[config.mk]
export PLATFORM = sky130hd
export DESIGN_NAME = line_adapter
export DESIGN_NICKNAME = d
export VERILOG_FILES = /design/src/axi_line_pkg.sv /design/src/adapter_ctrl.sv /design/src/addr_issuer.sv /design/src/line_adapter.sv /design/src/read_line_buf.sv /design/src/write_beat_seq.sv
export SDC_FILE = /design/constraint.sdc
export NUM_CORES = 1
export LEC_CHECK = 0
export ABC_CLOCK_PERIOD_IN_PS = 7100
export BUFFER_PORTS_ARGS = -buffer_cell sky130_fd_sc_hd__buf_2
export CORE_AREA = 2 2 399 401
export CTS_BUF_LIST = sky130_fd_sc_hd__clkbuf_16
export DETAILED_ROUTE_END_ITERATION = 8
export DIE_AREA = 0 0 401 403
export GPL_TIMING_DRIVEN = 0
export PLACE_DENSITY = 0.35
export SLEW_MARGIN = 30
export SYNTH_ARGS = -nofsm -noshare
export SYNTH_HDL_FRONTEND = slang
export SYNTH_HIERARCHICAL = 1
export SYNTH_SLANG_ARGS = --single-unit
[constraint.sdc]
create_clock -name clk_i -period 7.1 [get_ports clk_i]
set_clock_uncertainty 0.1 [all_clocks]
set_input_delay 1.42 -clock clk_i [delete_from_list [all_inputs] [get_ports clk_i]]
set_output_delay 1.42 -clock clk_i [all_outputs]
set_load 0.1 [all_outputs]
[src/axi_line_pkg.sv]
`default_nettype none

package axi_line_pkg;

  // ----------------------------------------------------------------------
  // bus and line geometry
  // ----------------------------------------------------------------------
  localparam int unsigned WORD_W     = 64;
  localparam int unsigned LINE_W     = 256;
  localparam int unsigned LINE_WORDS = LINE_W / WORD_W;
  // final beat of a line burst, also the AXI len of that burst
  localparam int unsigned BEATS_LAST = LINE_WORDS - 1;
  localparam int unsigned ADDR_W     = 64;
  localparam int unsigned ID_W       = 10;
  // byte offset bits inside a line and inside a word
  localparam int unsigned LINE_OFS   = $clog2(LINE_W / 8);
  localparam int unsigned WORD_OFS   = $clog2(WORD_W / 8);

  typedef logic [ADDR_W-1:0]            addr_t;
  typedef logic [WORD_W-1:0]            word_t;
  typedef logic [WORD_W/8-1:0]          strb_t;
  typedef logic [ID_W-1:0]              id_t;
  typedef logic [LINE_OFS-WORD_OFS-1:0] beat_idx_t;
  typedef word_t [LINE_WORDS-1:0]       line_t;
  typedef strb_t [LINE_WORDS-1:0]       line_strb_t;

  typedef enum logic {
    SINGLE_REQ = 1'b0,
    LINE_REQ   = 1'b1
  } req_kind_e;

  typedef enum logic [2:0] {
    IDLE,
    WR_ISSUE,
    WAIT_B,
    RD_ISSUE,
    RD_DATA,
    DONE
  } ctrl_state_e;

  // ----------------------------------------------------------------------
  // client side
  // ----------------------------------------------------------------------
  typedef struct packed {
    logic       we;
    req_kind_e  kind;
    addr_t      addr;
    logic [1:0] size;   // log2 of the byte count
    id_t        id;
    line_t      wdata;
    line_strb_t be;
  } client_req_t;

  typedef struct packed {
    line_t rdata;
    id_t   id;
  } client_rsp_t;

  // ----------------------------------------------------------------------
  // bus channels
  // ----------------------------------------------------------------------
  // shared by AW and AR
  typedef struct packed {
    addr_t      addr;
    logic [7:0] len;
    logic [2:0] size;
    id_t        id;
  } ax_chan_t;

  typedef struct packed {
    word_t data;
    strb_t strb;
    logic  last;
  } w_chan_t;

  typedef struct packed {
    word_t data;
    id_t   id;
    logic  last;
  } r_chan_t;

  typedef struct packed {
    id_t id;
  } b_chan_t;

  typedef struct packed {
    logic     aw_valid;
    ax_chan_t aw;
    logic     w_valid;
    w_chan_t  w;
    logic     ar_valid;
    ax_chan_t ar;
    logic     b_ready;
    logic     r_ready;
  } axi_req_t;

  typedef struct packed {
    logic    aw_ready;
    logic    w_ready;
    logic    ar_ready;
    logic    r_valid;
    r_chan_t r;
    logic    b_valid;
    b_chan_t b;
  } axi_resp_t;

endpackage

`default_nettype wire

[src/adapter_ctrl.sv]
`timescale 1ns/100ps
`default_nettype none

module adapter_ctrl (
  input  wire logic                      clk_i,
  input  wire logic                      rst_ni,
  input  wire logic                      req_i,
  input  wire axi_line_pkg::client_req_t req_data_i,
  output logic                           ack_o,
  output axi_line_pkg::client_rsp_t      rsp_o,
  output logic                           issue_start_o,
  output logic                           rd_line_o,
  output logic                           wr_start_o,
  output logic                           rd_start_o,
  input  wire logic                      ax_done_i,
  input  wire logic                      w_done_i,
  input  wire logic                      rd_done_i,
  input  wire axi_line_pkg::line_t       line_i,
  input  wire axi_line_pkg::id_t         rid_i,
  input  wire logic                      b_valid_i,
  input  wire axi_line_pkg::id_t         bid_i,
  output logic                           b_ready_o
);

  axi_line_pkg::ctrl_state_e state_q, state_d;
  logic ax_seen_q, ax_seen_d;
  logic w_seen_q, w_seen_d;
  logic ax_ok;
  logic w_ok;
  axi_line_pkg::client_rsp_t rsp_q, rsp_d;

  // AW and the last W beat may complete in either order
  assign ax_ok = ax_seen_q | ax_done_i;
  assign w_ok  = w_seen_q | w_done_i;

  assign rd_line_o = ~req_data_i.we & (req_data_i.kind == axi_line_pkg::LINE_REQ);
  assign ack_o     = (state_q == axi_line_pkg::DONE);
  assign b_ready_o = (state_q == axi_line_pkg::WAIT_B);
  assign rsp_o     = rsp_q;

  // ----------------------------------------------------------------------
  // transaction FSM
  // ----------------------------------------------------------------------
  always_comb begin
    state_d       = state_q;
    ax_seen_d     = ax_seen_q;
    w_seen_d      = w_seen_q;
    rsp_d         = rsp_q;
    issue_start_o = 1'b0;
    wr_start_o    = 1'b0;
    rd_start_o    = 1'b0;

    unique case (state_q)
      axi_line_pkg::IDLE: begin
        ax_seen_d = 1'b0;
        w_seen_d  = 1'b0;
        if (req_i) begin
          issue_start_o = 1'b1;
          if (req_data_i.we) begin
            wr_start_o = 1'b1;
            state_d    = axi_line_pkg::WR_ISSUE;
          end else begin
            rd_start_o = 1'b1;
            state_d    = axi_line_pkg::RD_ISSUE;
          end
        end
      end

      axi_line_pkg::WR_ISSUE: begin
        if (ax_done_i) begin
          ax_seen_d = 1'b1;
        end
        if (w_done_i) begin
          w_seen_d = 1'b1;
        end
        if (ax_ok && w_ok) begin
          state_d = axi_line_pkg::WAIT_B;
        end
      end

      axi_line_pkg::WAIT_B: begin
        if (b_valid_i) begin
          rsp_d.id = bid_i;
          state_d  = axi_line_pkg::DONE;
        end
      end

      axi_line_pkg::RD_ISSUE: begin
        if (ax_done_i) begin
          state_d = axi_line_pkg::RD_DATA;
        end
      end

      axi_line_pkg::RD_DATA: begin
        // line_i already holds the last beat in this cycle
        if (rd_done_i) begin
          rsp_d.rdata = line_i;
          rsp_d.id    = rid_i;
          state_d     = axi_line_pkg::DONE;
        end
      end

      axi_line_pkg::DONE: begin
        // hold the acknowledge until the client lets go
        if (!req_i) begin
          state_d = axi_line_pkg::IDLE;
        end
      end

      default: begin
        state_d = axi_line_pkg::IDLE;
      end
    endcase
  end

  always_ff @(posedge clk_i or negedge rst_ni) begin
    if (!rst_ni) begin
      state_q   <= axi_line_pkg::IDLE;
      ax_seen_q <= 1'b0;
      w_seen_q  <= 1'b0;
    end else begin
      state_q   <= state_d;
      ax_seen_q <= ax_seen_d;
      w_seen_q  <= w_seen_d;
    end
  end

  // response payload
  always_ff @(posedge clk_i) begin
    rsp_q <= rsp_d;
  end

endmodule

`default_nettype wire

[src/addr_issuer.sv]
`timescale 1ns/100ps
`default_nettype none

module addr_issuer (
  input  wire logic                      clk_i,
  input  wire logic                      rst_ni,
  input  wire logic                      start_i,
  input  wire logic                      we_i,
  input  wire logic                      rd_line_i,
  input  wire logic                      is_line_i,
  input  wire axi_line_pkg::client_req_t req_data_i,
  output logic                           aw_valid_o,
  output logic                           ar_valid_o,
  output axi_line_pkg::ax_chan_t         ax_o,
  input  wire logic                      aw_ready_i,
  input  wire logic                      ar_ready_i,
  output logic                           done_o
);

  logic                   aw_valid_q;
  logic                   ar_valid_q;
  logic                   burst;
  axi_line_pkg::ax_chan_t ax_q;

  // writes take the burst choice from the request kind, reads from the line read decode
  assign burst = we_i ? is_line_i : rd_line_i;

  assign aw_valid_o = aw_valid_q;
  assign ar_valid_o = ar_valid_q;
  assign ax_o       = ax_q;
  assign done_o     = (aw_valid_q & aw_ready_i) | (ar_valid_q & ar_ready_i);

  // address payload, captured once per request
  always_ff @(posedge clk_i) begin
    if (start_i) begin
      ax_q.id <= req_data_i.id;
      if (burst) begin
        // line bursts start at the line base
        ax_q.addr <= {req_data_i.addr[axi_line_pkg::ADDR_W-1:axi_line_pkg::LINE_OFS],
                      {axi_line_pkg::LINE_OFS{1'b0}}};
        ax_q.len  <= 8'(axi_line_pkg::BEATS_LAST);
        ax_q.size <= 3'(axi_line_pkg::WORD_OFS);
      end else begin
        ax_q.addr <= req_data_i.addr;
        ax_q.len  <= '0;
        ax_q.size <= {1'b0, req_data_i.size};
      end
    end
  end

  // valid stays up until the slave takes the address
  always_ff @(posedge clk_i or negedge rst_ni) begin
    if (!rst_ni) begin
      aw_valid_q <= 1'b0;
      ar_valid_q <= 1'b0;
    end else if (start_i) begin
      aw_valid_q <= we_i;
      ar_valid_q <= ~we_i;
    end else if (done_o) begin
      aw_valid_q <= 1'b0;
      ar_valid_q <= 1'b0;
    end
  end

endmodule

`default_nettype wire

[src/line_adapter.sv]
`timescale 1ns/100ps
`default_nettype none

module line_adapter (
  input  wire logic                      clk_i,
  input  wire logic                      rst_ni,
  input  wire logic                      req_i,
  input  wire axi_line_pkg::client_req_t req_data_i,
  output logic                           ack_o,
  output axi_line_pkg::client_rsp_t      rsp_o,
  output logic                           crit_valid_o,
  output axi_line_pkg::word_t            crit_word_o,
  output axi_line_pkg::axi_req_t         axi_req_o,
  input  wire axi_line_pkg::axi_resp_t   axi_resp_i
);

  logic issue_start;
  logic rd_line;
  logic wr_start;
  logic rd_start;
  logic ax_done;
  logic w_done;
  logic rd_done;
  logic b_ready;
  logic aw_valid;
  logic ar_valid;
  logic w_valid;
  logic r_ready;
  axi_line_pkg::line_t    line;
  axi_line_pkg::id_t      rid;
  axi_line_pkg::ax_chan_t ax;
  axi_line_pkg::w_chan_t  w;

  // one address payload serves both AW and AR, only one valid is raised
  assign axi_req_o.aw_valid = aw_valid;
  assign axi_req_o.aw       = ax;
  assign axi_req_o.ar_valid = ar_valid;
  assign axi_req_o.ar       = ax;
  assign axi_req_o.w_valid  = w_valid;
  assign axi_req_o.w        = w;
  assign axi_req_o.b_ready  = b_ready;
  assign axi_req_o.r_ready  = r_ready;

  adapter_ctrl u_ctrl (
    .clk_i         (clk_i),
    .rst_ni        (rst_ni),
    .req_i         (req_i),
    .req_data_i    (req_data_i),
    .ack_o         (ack_o),
    .rsp_o         (rsp_o),
    .issue_start_o (issue_start),
    .rd_line_o     (rd_line),
    .wr_start_o    (wr_start),
    .rd_start_o    (rd_start),
    .ax_done_i     (ax_done),
    .w_done_i      (w_done),
    .rd_done_i     (rd_done),
    .line_i        (line),
    .rid_i         (rid),
    .b_valid_i     (axi_resp_i.b_valid),
    .bid_i         (axi_resp_i.b.id),
    .b_ready_o     (b_ready)
  );

  addr_issuer u_addr (
    .clk_i      (clk_i),
    .rst_ni     (rst_ni),
    .start_i    (issue_start),
    .we_i       (req_data_i.we),
    .rd_line_i  (rd_line),
    .is_line_i  (req_data_i.kind),
    .req_data_i (req_data_i),
    .aw_valid_o (aw_valid),
    .ar_valid_o (ar_valid),
    .ax_o       (ax),
    .aw_ready_i (axi_resp_i.aw_ready),
    .ar_ready_i (axi_resp_i.ar_ready),
    .done_o     (ax_done)
  );

  write_beat_seq u_wseq (
    .clk_i     (clk_i),
    .rst_ni    (rst_ni),
    .start_i   (wr_start),
    .is_line_i (req_data_i.kind),
    .wdata_i   (req_data_i.wdata),
    .be_i      (req_data_i.be),
    .w_valid_o (w_valid),
    .w_o       (w),
    .w_ready_i (axi_resp_i.w_ready),
    .done_o    (w_done)
  );

  read_line_buf u_rbuf (
    .clk_i        (clk_i),
    .rst_ni       (rst_ni),
    .start_i      (rd_start),
    .is_line_i    (req_data_i.kind),
    .crit_idx_i   (req_data_i.addr[axi_line_pkg::LINE_OFS-1:axi_line_pkg::WORD_OFS]),
    .r_valid_i    (axi_resp_i.r_valid),
    .r_i          (axi_resp_i.r),
    .r_ready_o    (r_ready),
    .line_o       (line),
    .rid_o        (rid),
    .crit_valid_o (crit_valid_o),
    .crit_word_o  (crit_word_o),
    .done_o       (rd_done)
  );

endmodule

`default_nettype wire

[src/read_line_buf.sv]
`timescale 1ns/100ps
`default_nettype none

module read_line_buf (
  input  wire logic                    clk_i,
  input  wire logic                    rst_ni,
  input  wire logic                    start_i,
  input  wire logic                    is_line_i,
  input  wire axi_line_pkg::beat_idx_t crit_idx_i,
  input  wire logic                    r_valid_i,
  input  wire axi_line_pkg::r_chan_t   r_i,
  output logic                         r_ready_o,
  output axi_line_pkg::line_t          line_o,
  output axi_line_pkg::id_t            rid_o,
  output logic                         crit_valid_o,
  output axi_line_pkg::word_t          crit_word_o,
  output logic                         done_o
);

  logic                    busy_q;
  axi_line_pkg::beat_idx_t cnt_q;
  axi_line_pkg::beat_idx_t wr_idx;
  logic                    accept;
  axi_line_pkg::line_t     line_q;

  assign r_ready_o = busy_q;
  assign accept    = busy_q & r_valid_i;

  // a single read lands in word 0
  assign wr_idx = is_line_i ? cnt_q : '0;

  assign done_o = accept & r_i.last;
  assign rid_o  = r_i.id;

  // ----------------------------------------------------------------------
  // critical word
  // ----------------------------------------------------------------------
  // beats arrive from the line base, so the counter is the word offset
  assign crit_valid_o = accept & (~is_line_i | (cnt_q == crit_idx_i));
  assign crit_word_o  = r_i.data;

  // current beat merged in, so the line is complete on the last beat
  always_comb begin
    line_o = line_q;
    if (accept) begin
      line_o[wr_idx] = r_i.data;
    end
  end

  always_ff @(posedge clk_i) begin
    if (accept) begin
      line_q <= line_o;
    end
  end

  // ----------------------------------------------------------------------
  // beat tracking
  // ----------------------------------------------------------------------
  always_ff @(posedge clk_i or negedge rst_ni) begin
    if (!rst_ni) begin
      busy_q <= 1'b0;
      cnt_q  <= '0;
    end else if (start_i) begin
      busy_q <= 1'b1;
      cnt_q  <= '0;
    end else if (accept) begin
      cnt_q <= cnt_q + 1'b1;
      if (r_i.last) begin
        busy_q <= 1'b0;
      end
    end
  end

endmodule

`default_nettype wire

[src/write_beat_seq.sv]
`timescale 1ns/100ps
`default_nettype none

module write_beat_seq (
  input  wire logic                     clk_i,
  input  wire logic                     rst_ni,
  input  wire logic                     start_i,
  input  wire logic                     is_line_i,
  input  wire axi_line_pkg::line_t      wdata_i,
  input  wire axi_line_pkg::line_strb_t be_i,
  output logic                          w_valid_o,
  output axi_line_pkg::w_chan_t         w_o,
  input  wire logic                     w_ready_i,
  output logic                          done_o
);

  logic                    active_q;
  axi_line_pkg::beat_idx_t cnt_q;
  logic                    accept;

  assign w_valid_o = active_q;

  // ----------------------------------------------------------------------
  // beat payload
  // ----------------------------------------------------------------------
  // a single write never advances the counter, so it sends word 0
  assign w_o.data = wdata_i[cnt_q];
  assign w_o.strb = be_i[cnt_q];
  assign w_o.last = ~is_line_i |
                    (cnt_q == axi_line_pkg::beat_idx_t'(axi_line_pkg::BEATS_LAST));

  assign accept = active_q & w_ready_i;
  assign done_o = accept & w_o.last;

  // ----------------------------------------------------------------------
  // beat counter
  // ----------------------------------------------------------------------
  always_ff @(posedge clk_i or negedge rst_ni) begin
    if (!rst_ni) begin
      active_q <= 1'b0;
      cnt_q    <= '0;
    end else if (start_i) begin
      active_q <= 1'b1;
      cnt_q    <= '0;
    end else if (accept) begin
      cnt_q <= cnt_q + 1'b1;
      // drop valid once the last beat is taken
      if (w_o.last) begin
        active_q <= 1'b0;
      end
    end
  end

endmodule

`default_nettype wire
Yosys cells after proc, flatten, opt, wreduce, memory -nomap -nowiden. Cells that the tools add are included.

Output and inout port bits: 580. Word-level logic and storage cells: 123. Register bits: 620.

Bitwise logic cells: 15. Mux-type cells: 47. Add/sub/neg operators: 2. Equality and inequality tests: 15. Order comparisons: 3. Reduce and logical (&&, ||, !) cells: 17.

Operator list (count): $bwmux W256 (1); $mux W256 (1); $bmux W64 S2 (1); $demux W64 S2 (1); $mux W64 (2); $mux W1 (20); $mux W10 (2); $pmux W10 S2 (1); $mux W3 (6); $pmux W3 S6 (1); $bmux W8 S2 (1); $reduce_bool A2 Y1 (7); $mux W2 (6); $reduce_and A2 Y1 (5); $and A1 B1 Y1 (8); $mux W8 (1); $ne A2 B1 Y1 const B (4); $ne A2 B2 Y1 const B (4); $eq A3 B2 Y1 const B (2); $eq A3 B3 Y1 const B (2); $lt A2 B3 Y1 const B (2); $reduce_and A6 Y1 (1); $mux W5 (1); $or A1 B1 Y1 (5); other kinds (10) (14).

Logic depth before layout (Yosys ltp). Gate-level depths: netlist of run 1.

Depth in word-level cells: 7. Gate-level depth with buffers: 7. Depth with buffers taken out: 7.

Cells and area by module. Netlist of run 1, hierarchy kept.

Modules (own cells, without submodules): read_line_buf (cells each 634, times used 1, area an instance 11538.6 sq um); adapter_ctrl (cells each 317, times used 1, area an instance 8518.2 sq um); addr_issuer (cells each 104, times used 1, area an instance 2536.2 sq um); write_beat_seq (cells each 102, times used 1, area an instance 1958.1 sq um); line_adapter (cells each 90, times used 1, area an instance 675.6 sq um).

Worst setup path before layout of run 1. No wires, ideal clock.

Path kind: input -> register. From: in axi_resp_i[86] in the netlist's numbering. To: reg u_ctrl.rsp_q, in the netlist u_ctrl/rsp_o[0] (enable). Setup time: 0.341 ns. Buffers on the path: 0. Setup slack: -1.161 ns. Stages: 3. Arrival: 7.821 ns. Cell sequence: and3_1 -> and2_1 -> a21o_1.

Word-level cells in the longest chain between the ends: 4.

RTL lines: start, declared (RTL line line_adapter.sv:14) `input wire axi_line_pkg::axi_resp_t axi_resp_i`; $and A1 B1 Y1 (RTL line read_line_buf.sv:27) `assign accept = busy_q & r_valid_i;`; $and A1 B1 Y1 (RTL line read_line_buf.sv:32) `assign done_o = accept & r_i.last;`; $ne A2 B2 Y1 (no source line); $reduce_and A3 Y1 (no source line); end signal, assigned (RTL line adapter_ctrl.sv:130) `rsp_q <= rsp_d;`; end, declared (RTL line adapter_ctrl.sv:30) `axi_line_pkg::client_rsp_t rsp_q, rsp_d;`.

No other way between the ends. A chain may end at the register's enable or synchronous reset.

Worst setup path in the final report of run 1.
From: in req_data_i[304] in the netlist's numbering. To: out crit_valid_o.

Word-level cells in the longest chain between the ends: 3.

RTL lines: start, declared (RTL line line_adapter.sv:8) `input wire axi_line_pkg::client_req_t req_data_i,`; $eq A2 B2 Y1 (RTL line read_line_buf.sv:39) `assign crit_valid_o = accept & (~is_line_i | (cnt_q == crit_idx_i));`; $or A1 B1 Y1 (RTL line read_line_buf.sv:39); $and A1 B1 Y1 (RTL line read_line_buf.sv:39); end, declared (RTL line line_adapter.sv:11) `output logic crit_valid_o,`.

No other way between the ends.

==> results of run 1 <==
==> sequential cells by signal (all words and copies together) (netlist names), 2 cells and up <==
register / count
u_ctrl/rsp_o: 266
u_rbuf/line_q: 256
u_addr/ax_o: 77
u_ctrl/state_q: 3
u_rbuf/cnt_q: 2
u_wseq/cnt_q: 2
==> power by group through the flow <==
stage / combinational, mW / sequential, mW / clock, mW
5_1_grt: 4.89 / 4.58 / 4.03
2_1_floorplan: 3.33 / 5.08 / 0
4_1_cts: 4.77 / 4.56 / 3.89
3_5_place_dp: 4.77 / 4.63 / 0
3_3_place_gp: 4.68 / 4.71 / 0
6_report: 4.72 / 4.56 / 3.73
==> cells by family after synthesis <==
kind of cell / Yosys count
flip-flops: 612
multiplexers: 341
buffers and inverters: 222
AND/OR/NAND/NOR: 44
AO/OA/AOI/OAI: 21
XOR/XNOR: 5
adder cells (fa/ha/maj): 1
other: 1
==> cell usage after synthesis, types with 7 or more instances <==
cell      instances  area [um2]
edfxtp_1        599       18000
mux2_2          242        2730
buf_4           174        1310
mux4_2           71        1600
buf_2            20         100
buf_6            15         169
mux2_1           14         158
dfrtp_1          13         325
mux2_4           11         165
and2_1            8        50.1
nor2_1            8        30.0
buf_12            7         140
nand2_1           7        26.3
==> worst max-delay path, stage by stage <==
cell,delay [ns]
buf_2,0.24
xnor2_1,0.15
nand2_1,0.08
a21oi_1,0.14
buf_2,0.49
==> metal layers <==
metal | routed length, um | global-route usage | part of all wire
met5 | 70 | 0 | 0.00053
met4 | 8350 | 0.0884 | 0.063
met3 | 9330 | 0.0475 | 0.071
met2 | 71600 | 0.303 | 0.54
met1 | 42500 | 0.149 | 0.32
==> layout make-up <==
cell class,instances,area [um2]
timing repair buffer,1034,5510
clock buffer,77,1930
buffer,216,1720
multi-input combinational,419,5210
fill,16700,121000
clock inverter,62,490
sequential,612,18300
tap,2072,2590
inverter,6,26.3
antenna,114,285
==> final timing paths <==
kind | slack, ns | from | depth (start not counted) | endpoint
worst max register to register | 4.50 | u_rbuf/r_ready_o | 6 | u_rbuf/line_q[57]
worst max-delay path | 3.04 | req_data_i[304] | 5 | crit_valid_o
worst min register to register | 0.40 | u_ctrl/w_seen_q | 2 | u_ctrl/w_seen_q
min in group asynchronous | 0.55 | rst_ni | 1 | u_rbuf/r_ready_o
max in group asynchronous | 6.10 | rst_ni | 1 | u_addr/ar_valid_o
worst min-delay path | 0.40 | u_ctrl/w_seen_q | 2 | u_ctrl/w_seen_q
==> per-stage QoR <==
stage               hold slack (ns)  setup TNS [ns]  worst slack [ns]  cells
global route                  0.441               0              2.95   4594
detailed placement            0.390               0              2.96   4359
CTS                           0.403               0              2.94   4498
finish                        0.398               0              3.04   4612
floorplan                     0.363               0              1.12   1253
global placement              0.379         -663.75             -2.01   4339
==> key figures, run 1 <==
CTS
  – CTS Hold Bufs: 0
  – Post-CTS Setup Inserts: 0
  – Clock Pin Slew Worst Setup and Hold Paths: 0.05 ns
  – CTS resizes: 0
  – H-Tree Depth: 3
  – CTS Buf Count: 77
  – Clock net sink count: 612
  – Worst skew pair latency: 0.67 ns
  – Clock root buffer: clkbuf_16
  – Clock Path Buffers: 3
  – CTS tree: built

Die
  – Cell Rows: 146
  – Initial Util: 0.160
  – I/O Pins: 1039
  – Width of the die: 401 um
  – Core Area: 157000 um2
  – Die Ht: 403 um
  – Die ar.: 162000 um2

Global routing
  – Tot GR Track Use: 0.158
  – Vias in the first global route: 17500
  – First-pass GRT wire length: 170000 um
  – Initial antenna violation count: 156
  – Grt ovf: 0
  – Largest net degree at the start of global routing: 49

STA
  – Unrepaired setup endpoints after global routing: false
  – Crit share post-route: 0.572
  – Fin crit period: 4.06 ns
  – # setup viols final: 0
  – Max Slew Vio Count: 0
  – Worst-Margin Slew: 0.870 ns
  – Final Hold Vio Count: 0
  – Slew headroom: 0.408
  – F_max: 246 MHz

Yosys
  – XOR/XNOR Fraction of Synth Area: 0.00174
  – Mux contribution to synthesized area: 0.186
  – Sequential share of the synthesized area: 0.726
  – Asr flop ratio synth: 0.0212
  – Synth Area in Adders: 0.000496
  – Largest family of logic cells by synthesized area: multiplexers
  – Warnings, synthesis: 6
  – Primary FF master, synth: edfxtp_1
  – Synth cell types: 46
  – Synth Register Bits: 612
  – Synth Area per Inst: 20.2 um2
  – Mapped cell area: 25200 um2
  – Post-synthesis compound-gate area fraction: 0.00585
  – Simple-Gate Fraction of Synth Area: 0.0108
  – EDFF count, synth: 599
  – Synthesized instance count: 1247

Critical path
  – Worst-path fanout max: 2
  – Startpoint Class: input pin
  – Worst EP arrival: 2.54 ns
  – Req. time, crit path: 5.58 ns
  – Critical path class: in -> out
  – CP endpoint kind: primary output

Placed design
  – Dpl cell area: 33400 um2
  – Post-DP HPWL: 109000 um
  – GP Congestion: 0.915
  – IO buf count: 1014

Hold path
  – Hold Crit Class: reg -> reg

Power
  – Clock Power Share: 0.287
  – Static Leak: 13.8 nW
  – Psw: 5.38 mW
  – Cell area power density: 361 nW/um2
  – Total Power: 13.0 mW
  – Flop pwr share: 0.350
  – Sw Share: 0.414
  – Gate power share: 0.363
  – Peak supply drop: 0.000236 V
  – Internal Power: 7.62 mW

Final layout
  – Most common cell after layout, fill and taps aside: buf_2
  – Final Net Count: 2826
  – Commonest cells after routing, fill and taps aside: buf_2, edfxtp_1, mux2_2
  – Layout cell share with drive strength beyond 1: 0.697
  – Area grow syn2layout: 43.0%
  – Final Util: 0.229
  – Final Cell Area: 36100 um2

Routing
  – Via count: 17000
  – Avg WL per Cell: 28.6 um
  – Vias per cell: 3.69
  – Routed wire length: 132000 um
  – Antenna Nets Post-Route: 0
  – # DRC: 0
  – First DRT Iteration DRCs: 976
  – Drt first pass iters: 5

Outcome
  – Status: complete, no violations

Flow run
  – Max-cap violations: 0
Note: power is estimated with default switching activity, not from simulation.
==> run 2, diff against run 1 <==
Settings changed: ABC_CLOCK_PERIOD_IN_PS 7100 to 3970, CORE_AREA 2 2 399 401 to 2 2 402 404, DIE_AREA 0 0 401 403 to 0 0 404 406, PLACE_DENSITY 0.35 to 0.34.
Clock period 7.1 ns to 3.97 ns, I/O delays scaled along.
==> key figures, run 2 (same netlist as run 1, synthesis figures left out) <==
Outcome
  – Status: complete, no violations (unchanged)

Placed design
  – Dpl cell area: 33400 um2 (about the same)
  – Post-DP HPWL: 103000 um (was 109000 um)
  – Pre-CTS WS: 0.304 ns (was 2.96 ns)
  – GP Congestion: 0.916 (was 0.915)
  – IO buf count: 1014 (unchanged)
  – Placed cell count: 4373 (was 4359)

Flow run
  – Max-cap violations: 0 (unchanged)

Critical path
  – R2r setup slk: 0.80 ns (was 4.50 ns)
  – Cell chain of the critical path: buf_2 > buf_2 > mux4_2 > buf_2 (was buf_2 > xnor2_1 > nand2_1 > a21oi_1 > buf_2)
  – Critical path class: reg -> out (was in -> out)
  – Req. time, crit path: 3.08 ns (was 5.58 ns)
  – Crit-path slowest cell: buf_2 (unchanged)
  – CP endpoint kind: primary output (unchanged)
  – Reg2Reg Launch Point: u_rbuf/r_ready_o (unchanged)
  – Startpoint Class: flip-flop (was input pin)
  – Worst-path fanout max: 10 (was 2)
  – Most Frequent Cell on Critical Path: buf_2 (unchanged)
  – Reg2Reg Depth: 7 (was 6)
  – Worst flop-to-flop path endpoint: u_ctrl/rsp_o[89] (was u_rbuf/line_q[57])
  – Worst EP arrival: 2.49 ns (was 2.54 ns)
  – Slowest Stage Delay on Critical Path: 0.49 ns (about the same)

Power
  – Clock Power Share: 0.286 (was 0.287)
  – Total Power: 23.3 mW (was 13.0 mW)
  – Gate power share: 0.364 (was 0.363)
  – Sw Share: 0.412 (was 0.414)
  – Internal Power: 13.7 mW (was 7.62 mW)
  – Static Leak: 13.8 nW (about the same)
  – Cell area power density: 648 nW/um2 (was 361 nW/um2)
  – Peak supply drop: 0.000377 V (was 0.000236 V)
  – Psw: 9.60 mW (was 5.38 mW)
  – Flop pwr share: 0.350 (about the same)

CTS
  – Post-CTS Setup Inserts: 0 (unchanged)
  – CTS Buf Count: 77 (unchanged)
  – CTS resizes: 0 (unchanged)
  – Clock root buffer: clkbuf_16 (unchanged)
  – H-Tree Depth: 3 (unchanged)
  – CTS Hold Bufs: 1 (was 0)
  – CTS tree: built (unchanged)
  – Worst skew pair latency: 0.66 ns (was 0.67 ns)
  – Clock Pin Slew Worst Setup and Hold Paths: 0.06 ns (was 0.05 ns)
  – Clock Path Buffers: 3 (unchanged)
  – Clock net sink count: 612 (unchanged)

STA
  – Crit share post-route: 0.853
  – Setup_tns: 0 ns (unchanged)
  – Setup WS post-layout: 0.583 ns (was 3.04 ns)
  – Fin crit period: 3.39 ns
  – Worst hold margin: 0.187 ns (was 0.398 ns)
  – Max Slew Vio Count: 0 (unchanged)
  – F_max: 295 MHz
  – Final Hold Vio Count: 0 (unchanged)
  – Unrepaired setup endpoints after global routing: false (unchanged)
  – Slew headroom: 0.561 (was 0.408)
  – # setup viols final: 0 (unchanged)
  – Worst-Margin Slew: 0.658 ns (was 0.870 ns)

Die
  – Cell Rows: 147 (was 146)
  – Die ar.: 164000 um2 (was 162000 um2)
  – Initial Util: 0.158 (was 0.160)
  – Width of the die: 404 um (was 401 um)
  – I/O Pins: 1039 (unchanged)
  – Core Area: 160000 um2 (was 157000 um2)
  – Die Ht: 406 um (was 403 um)

Global routing
  – Grt ovf: 0 (unchanged)
  – Largest net degree at the start of global routing: 47 (was 49)
  – Vias in the first global route: 17000 (was 17500)
  – Tot GR Track Use: 0.148 (was 0.158)
  – Initial antenna violation count: 124 (was 156)
  – First-pass GRT wire length: 162000 um (was 170000 um)

Routing
  – Via count: 16600 (was 17000)
  – Antenna Nets Post-Route: 0 (unchanged)
  – # DRC: 0 (unchanged)
  – Avg WL per Cell: 27.7 um (was 28.6 um)
  – Drt first pass iters: 5 (unchanged)
  – Routed wire length: 126000 um (was 132000 um)
  – Vias per cell: 3.65 (was 3.69)
  – First DRT Iteration DRCs: 872 (was 976)

Hold path
  – WHS Path Cells: 1 (was 2)
  – Hold Crit Class: in -> reg (was reg -> reg)
  – Hold path endpoint: u_addr/ax_o[32] (was u_ctrl/w_seen_q)
  – Worst hold start: req_data_i[311] (was u_ctrl/w_seen_q)

Final layout
  – Final Cell Area: 35900 um2 (was 36100 um2)
  – Largest register FFs: 266 (unchanged)
  – Most common cell after layout, fill and taps aside: buf_2 (unchanged)
  – Final Util: 0.225 (was 0.229)
  – Area grow syn2layout: 42.3% (was 43.0%)
  – Final non-filler cell total: 4551 (was 4612)
  – Number of fill cells: 16900 (was 16700)
  – Final Net Count: 2827 (was 2826)
  – Commonest cells after routing, fill and taps aside: buf_2, edfxtp_1, mux2_2 (unchanged)
  – Layout cell share with drive strength beyond 1: 0.697 (about the same)
## run 2: worst max path at each step
| stage | startpoint | to | slack [ns] |
|---|---|---|---|
| after CTS | u_wseq/cnt_q[1] | axi_req_o[114] | 0.44 |
| after detailed placement | axi_resp_i[86] | u_ctrl/rsp_o[25] | 0.30 |
| after global routing | u_wseq/cnt_q[1] | axi_req_o[114] | 0.44 |
| after floorplan | axi_resp_i[86] | u_rbuf/line_q[0] | -1.20 |
| after global placement | axi_resp_i[86] | u_rbuf/line_q[114] | -4.58 |
| final | u_wseq/cnt_q[1] | axi_req_o[114] | 0.58 |
## run 2: critical path: cells and delay by family, from the launching register on
| family | cells | cell delay [ns] |
|---|---|---|
| DFF | 1 | 0.34 |
| muxes | 1 | 0.27 |
| buffers and inverters | 3 | 1.19 |
## run 2: final cells by class
| type | instances | area [um2] | share of cell area |
|---|---|---|---|
| flip-flops and latches | 612 | 18300 | 0.510 |
| repair buffers | 1035 | 5530 | 0.154 |
| multi-input cells | 419 | 5230 | 0.146 |
| well taps | 2086 | 2610 | 0.0727 |
| clock buffers | 77 | 1930 | 0.0537 |
| plain buffers | 216 | 1720 | 0.0478 |
| clock inverters | 57 | 450 | 0.0125 |
| diodes | 43 | 108 | 0.00300 |
| inverters | 6 | 26.3 | 0.000732 |
## run 2: power groups by stage
stage / logic [mW] / registers [mW] / clock network (mW)
6_report: 8.47 / 8.14 / 6.67
4_1_cts: 8.55 / 8.15 / 7.02
3_3_place_gp: 8.39 / 8.41 / 0
5_1_grt: 8.78 / 8.19 / 7.26
2_1_floorplan: 5.95 / 9.09 / 0
3_5_place_dp: 8.54 / 8.28 / 0
## run 2: layer usage
layer  track usage  vias up  part of all wire
met3        0.0492      288             0.079
met4        0.0682        2             0.049
li1              -     7044                 -
met5       0.00773        -           0.00010
met2         0.283      907              0.55
met1         0.140     8359              0.33
==> run 3, diff against run 2 <==
Settings changed: GPL_TIMING_DRIVEN 0 to unset, SLEW_MARGIN 30 to 5, TNS_END_PERCENT set to 100.
==> key figures, run 3 (same netlist as run 1, synthesis figures left out) <==
Critical path
  – Req. time, crit path: 3.08 ns (about the same)
  – Critical path class: reg -> out (unchanged)
  – Worst-path fanout max: 47 (was 10)
  – Critical path origin: u_wseq/cnt_q[1] (unchanged)
  – Slowest Stage Delay on Critical Path: 0.90 ns (was 0.49 ns)
  – Worst flop-to-flop path endpoint: u_ctrl/rsp_o[159] (was u_ctrl/rsp_o[89])
  – R2r setup slk: 1.30 ns (was 0.80 ns)
  – Cell chain of the critical path: buf_4 > mux4_2 > buf_2 (was buf_2 > buf_2 > mux4_2 > buf_2)
  – Crit-path slowest cell: dfrtp_4 (was buf_2)
  – Reg2Reg Depth: 5 (was 7)
  – Startpoint Class: flip-flop (unchanged)
  – Worst EP arrival: 2.65 ns (was 2.49 ns)
  – Reg2Reg Launch Point: u_ctrl/state_q[1] (was u_rbuf/r_ready_o)
  – CP endpoint kind: primary output (unchanged)

CTS
  – CTS resizes: 0 (unchanged)
  – CTS Buf Count: 79 (was 77)
  – H-Tree Depth: 3 (unchanged)
  – Worst skew pair latency: 0.68 ns (was 0.66 ns)
  – Clock Pin Slew Worst Setup and Hold Paths: 0.06 ns (about the same)
  – Clock net sink count: 612 (unchanged)
  – CTS Hold Bufs: 1 (unchanged)
  – CTS tree: built (unchanged)
  – Clock root buffer: clkbuf_16 (unchanged)
  – Post-CTS Setup Inserts: 0 (unchanged)
  – Clock Path Buffers: 3 (unchanged)

Die
  – Die Ht: 406 um (unchanged)
  – Width of the die: 404 um (unchanged)
  – I/O Pins: 1039 (unchanged)
  – Die ar.: 164000 um2 (unchanged)
  – Cell Rows: 147 (unchanged)
  – Initial Util: 0.158 (unchanged)
  – Core Area: 160000 um2 (unchanged)

STA
  – F_max: 282 MHz (was 295 MHz)
  – Max Slew Vio Count: 0 (unchanged)
  – Worst-Margin Slew: 0.858 ns (was 0.658 ns)
  – Unrepaired setup endpoints after global routing: false (unchanged)
  – Crit share post-route: 0.893 (was 0.853)
  – Slew headroom: 0.428 (was 0.561)
  – Fin crit period: 3.55 ns (was 3.39 ns)
  – # setup viols final: 0 (unchanged)
  – Final Hold Vio Count: 0 (unchanged)
  – Worst hold margin: 0.184 ns (was 0.187 ns)

Final layout
  – Final Net Count: 2633 (was 2827)
  – Most common cell after layout, fill and taps aside: buf_2 (unchanged)
  – Final Util: 0.216 (was 0.225)
  – FF+latch area: 18300 um2 (about the same)
  – Area grow syn2layout: 36.4% (was 42.3%)
  – Final non-filler cell total: 4369 (was 4551)
  – Largest register FFs: 266 (unchanged)
  – Layout cell share with drive strength beyond 1: 0.674 (was 0.697)
  – Footprint of the multi-input gates: 5240 um2 (was 5230 um2)
  – Commonest cells after routing, fill and taps aside: buf_2, edfxtp_1, mux2_2 (unchanged)
  – Number of fill cells: 17000 (was 16900)

Routing
  – Routed wire length: 122000 um (was 126000 um)
  – Antenna Nets Post-Route: 0 (unchanged)
  – Drt first pass iters: 5 (unchanged)
  – Via count: 15900 (was 16600)
  – First DRT Iteration DRCs: 842 (was 872)
  – # DRC: 0 (unchanged)
  – Vias per cell: 3.64 (was 3.65)
  – Avg WL per Cell: 27.9 um (was 27.7 um)

Flow run
  – Max-cap violations: 0 (unchanged)

Power
  – Peak supply drop: 0.000395 V (was 0.000377 V)
  – Cell area power density: 674 nW/um2 (was 648 nW/um2)
  – Static Leak: 12.9 nW (was 13.8 nW)

Global routing
  – Initial antenna violation count: 113 (was 124)
  – Met3 Track Usage GR: 0.0459 (was 0.0492)
  – Largest net degree at the start of global routing: 78 (was 47)
  – M1 GR Usage: 0.137 (was 0.140)
  – First-pass GRT wire length: 156000 um (was 162000 um)
  – Busiest grt layer: met2 (unchanged)
  – Vias in the first global route: 16300 (was 17000)
  – Grt ovf: 0 (unchanged)
  – Grt met2 use: 0.273 (was 0.283)
  – Tot GR Track Use: 0.143 (was 0.148)

Outcome
  – Status: complete, no violations (unchanged)

Hold path
  – Worst hold start: req_data_i[325] (was req_data_i[311])
  – Hold Crit Class: in -> reg (unchanged)
  – Hold path endpoint: u_addr/ax_o[46] (was u_addr/ax_o[32])
  – WHS Path Cells: 1 (unchanged)

Placed design
  – Post-DP HPWL: 97800 um (was 103000 um)
  – GP Congestion: 0.985 (was 0.916)
  – IO buf count: 1024 (was 1014)
  – Placed cell count: 4177 (was 4373)
run 3: final cells by class:
class / instances / share of cell area
timing repair buffer: 1055 / 0.162
sequential: 612 / 0.532
clock buffer: 79 / 0.0574
multi-input combinational: 419 / 0.152
antenna: 50 / 0.00364
clock inverter: 62 / 0.0163
tap: 2086 / 0.0758
inverter: 6 / 0.000763
run 3: report_power, final:
part           leakage (nW)  internal, mW  total, mW  switching (mW)
Clock                  1.31          4.11       7.05            2.94
Sequential             5.59          7.92       8.28           0.366
Combinational          5.98          1.67       7.86            6.20
run 3: metrics by stage:
| step | worst slack (ns) | total power [mW] | setup TNS [ns] | area, um2 |
|---|---|---|---|---|
| finish | 0.425 | 23.2 | 0 | 34400 |
| global route | 0.300 | 24.1 | 0 | 34400 |
| detailed placement | 0.615 | 16.4 | 0 | 31700 |
| floorplan | -1.20 | 15.0 | -306.08 | 25300 |
| CTS | 0.301 | 23.6 | 0 | 34300 |
| global placement | 0.455 | 16.3 | 0 | 31700 |
run 3: how the worst max path moves through the flow:
| stage | to | slack [ns] | cells past startpoint |
|---|---|---|---|
| finish | axi_req_o[154] | 0.42 | 3 |
| global route | axi_req_o[114] | 0.30 | 3 |
| CTS | axi_req_o[114] | 0.30 | 3 |
| detailed placement | crit_valid_o | 0.61 | 5 |
| global placement | crit_valid_o | 0.46 | 5 |
| floorplan | u_rbuf/line_q[0] | -1.20 | 2 |
run 3: critical path, delay by kind of cell, from the launching register on:
kind	cells	cell delay, ns
muxes	1	0.27
DFF	1	0.90
buffers and inverters	2	0.81
run 3: layer usage:
layer	routed length, um	part of all wire
met5	76	0.00062
met4	6360	0.052
met3	9370	0.077
met2	66200	0.54
met1	39900	0.33
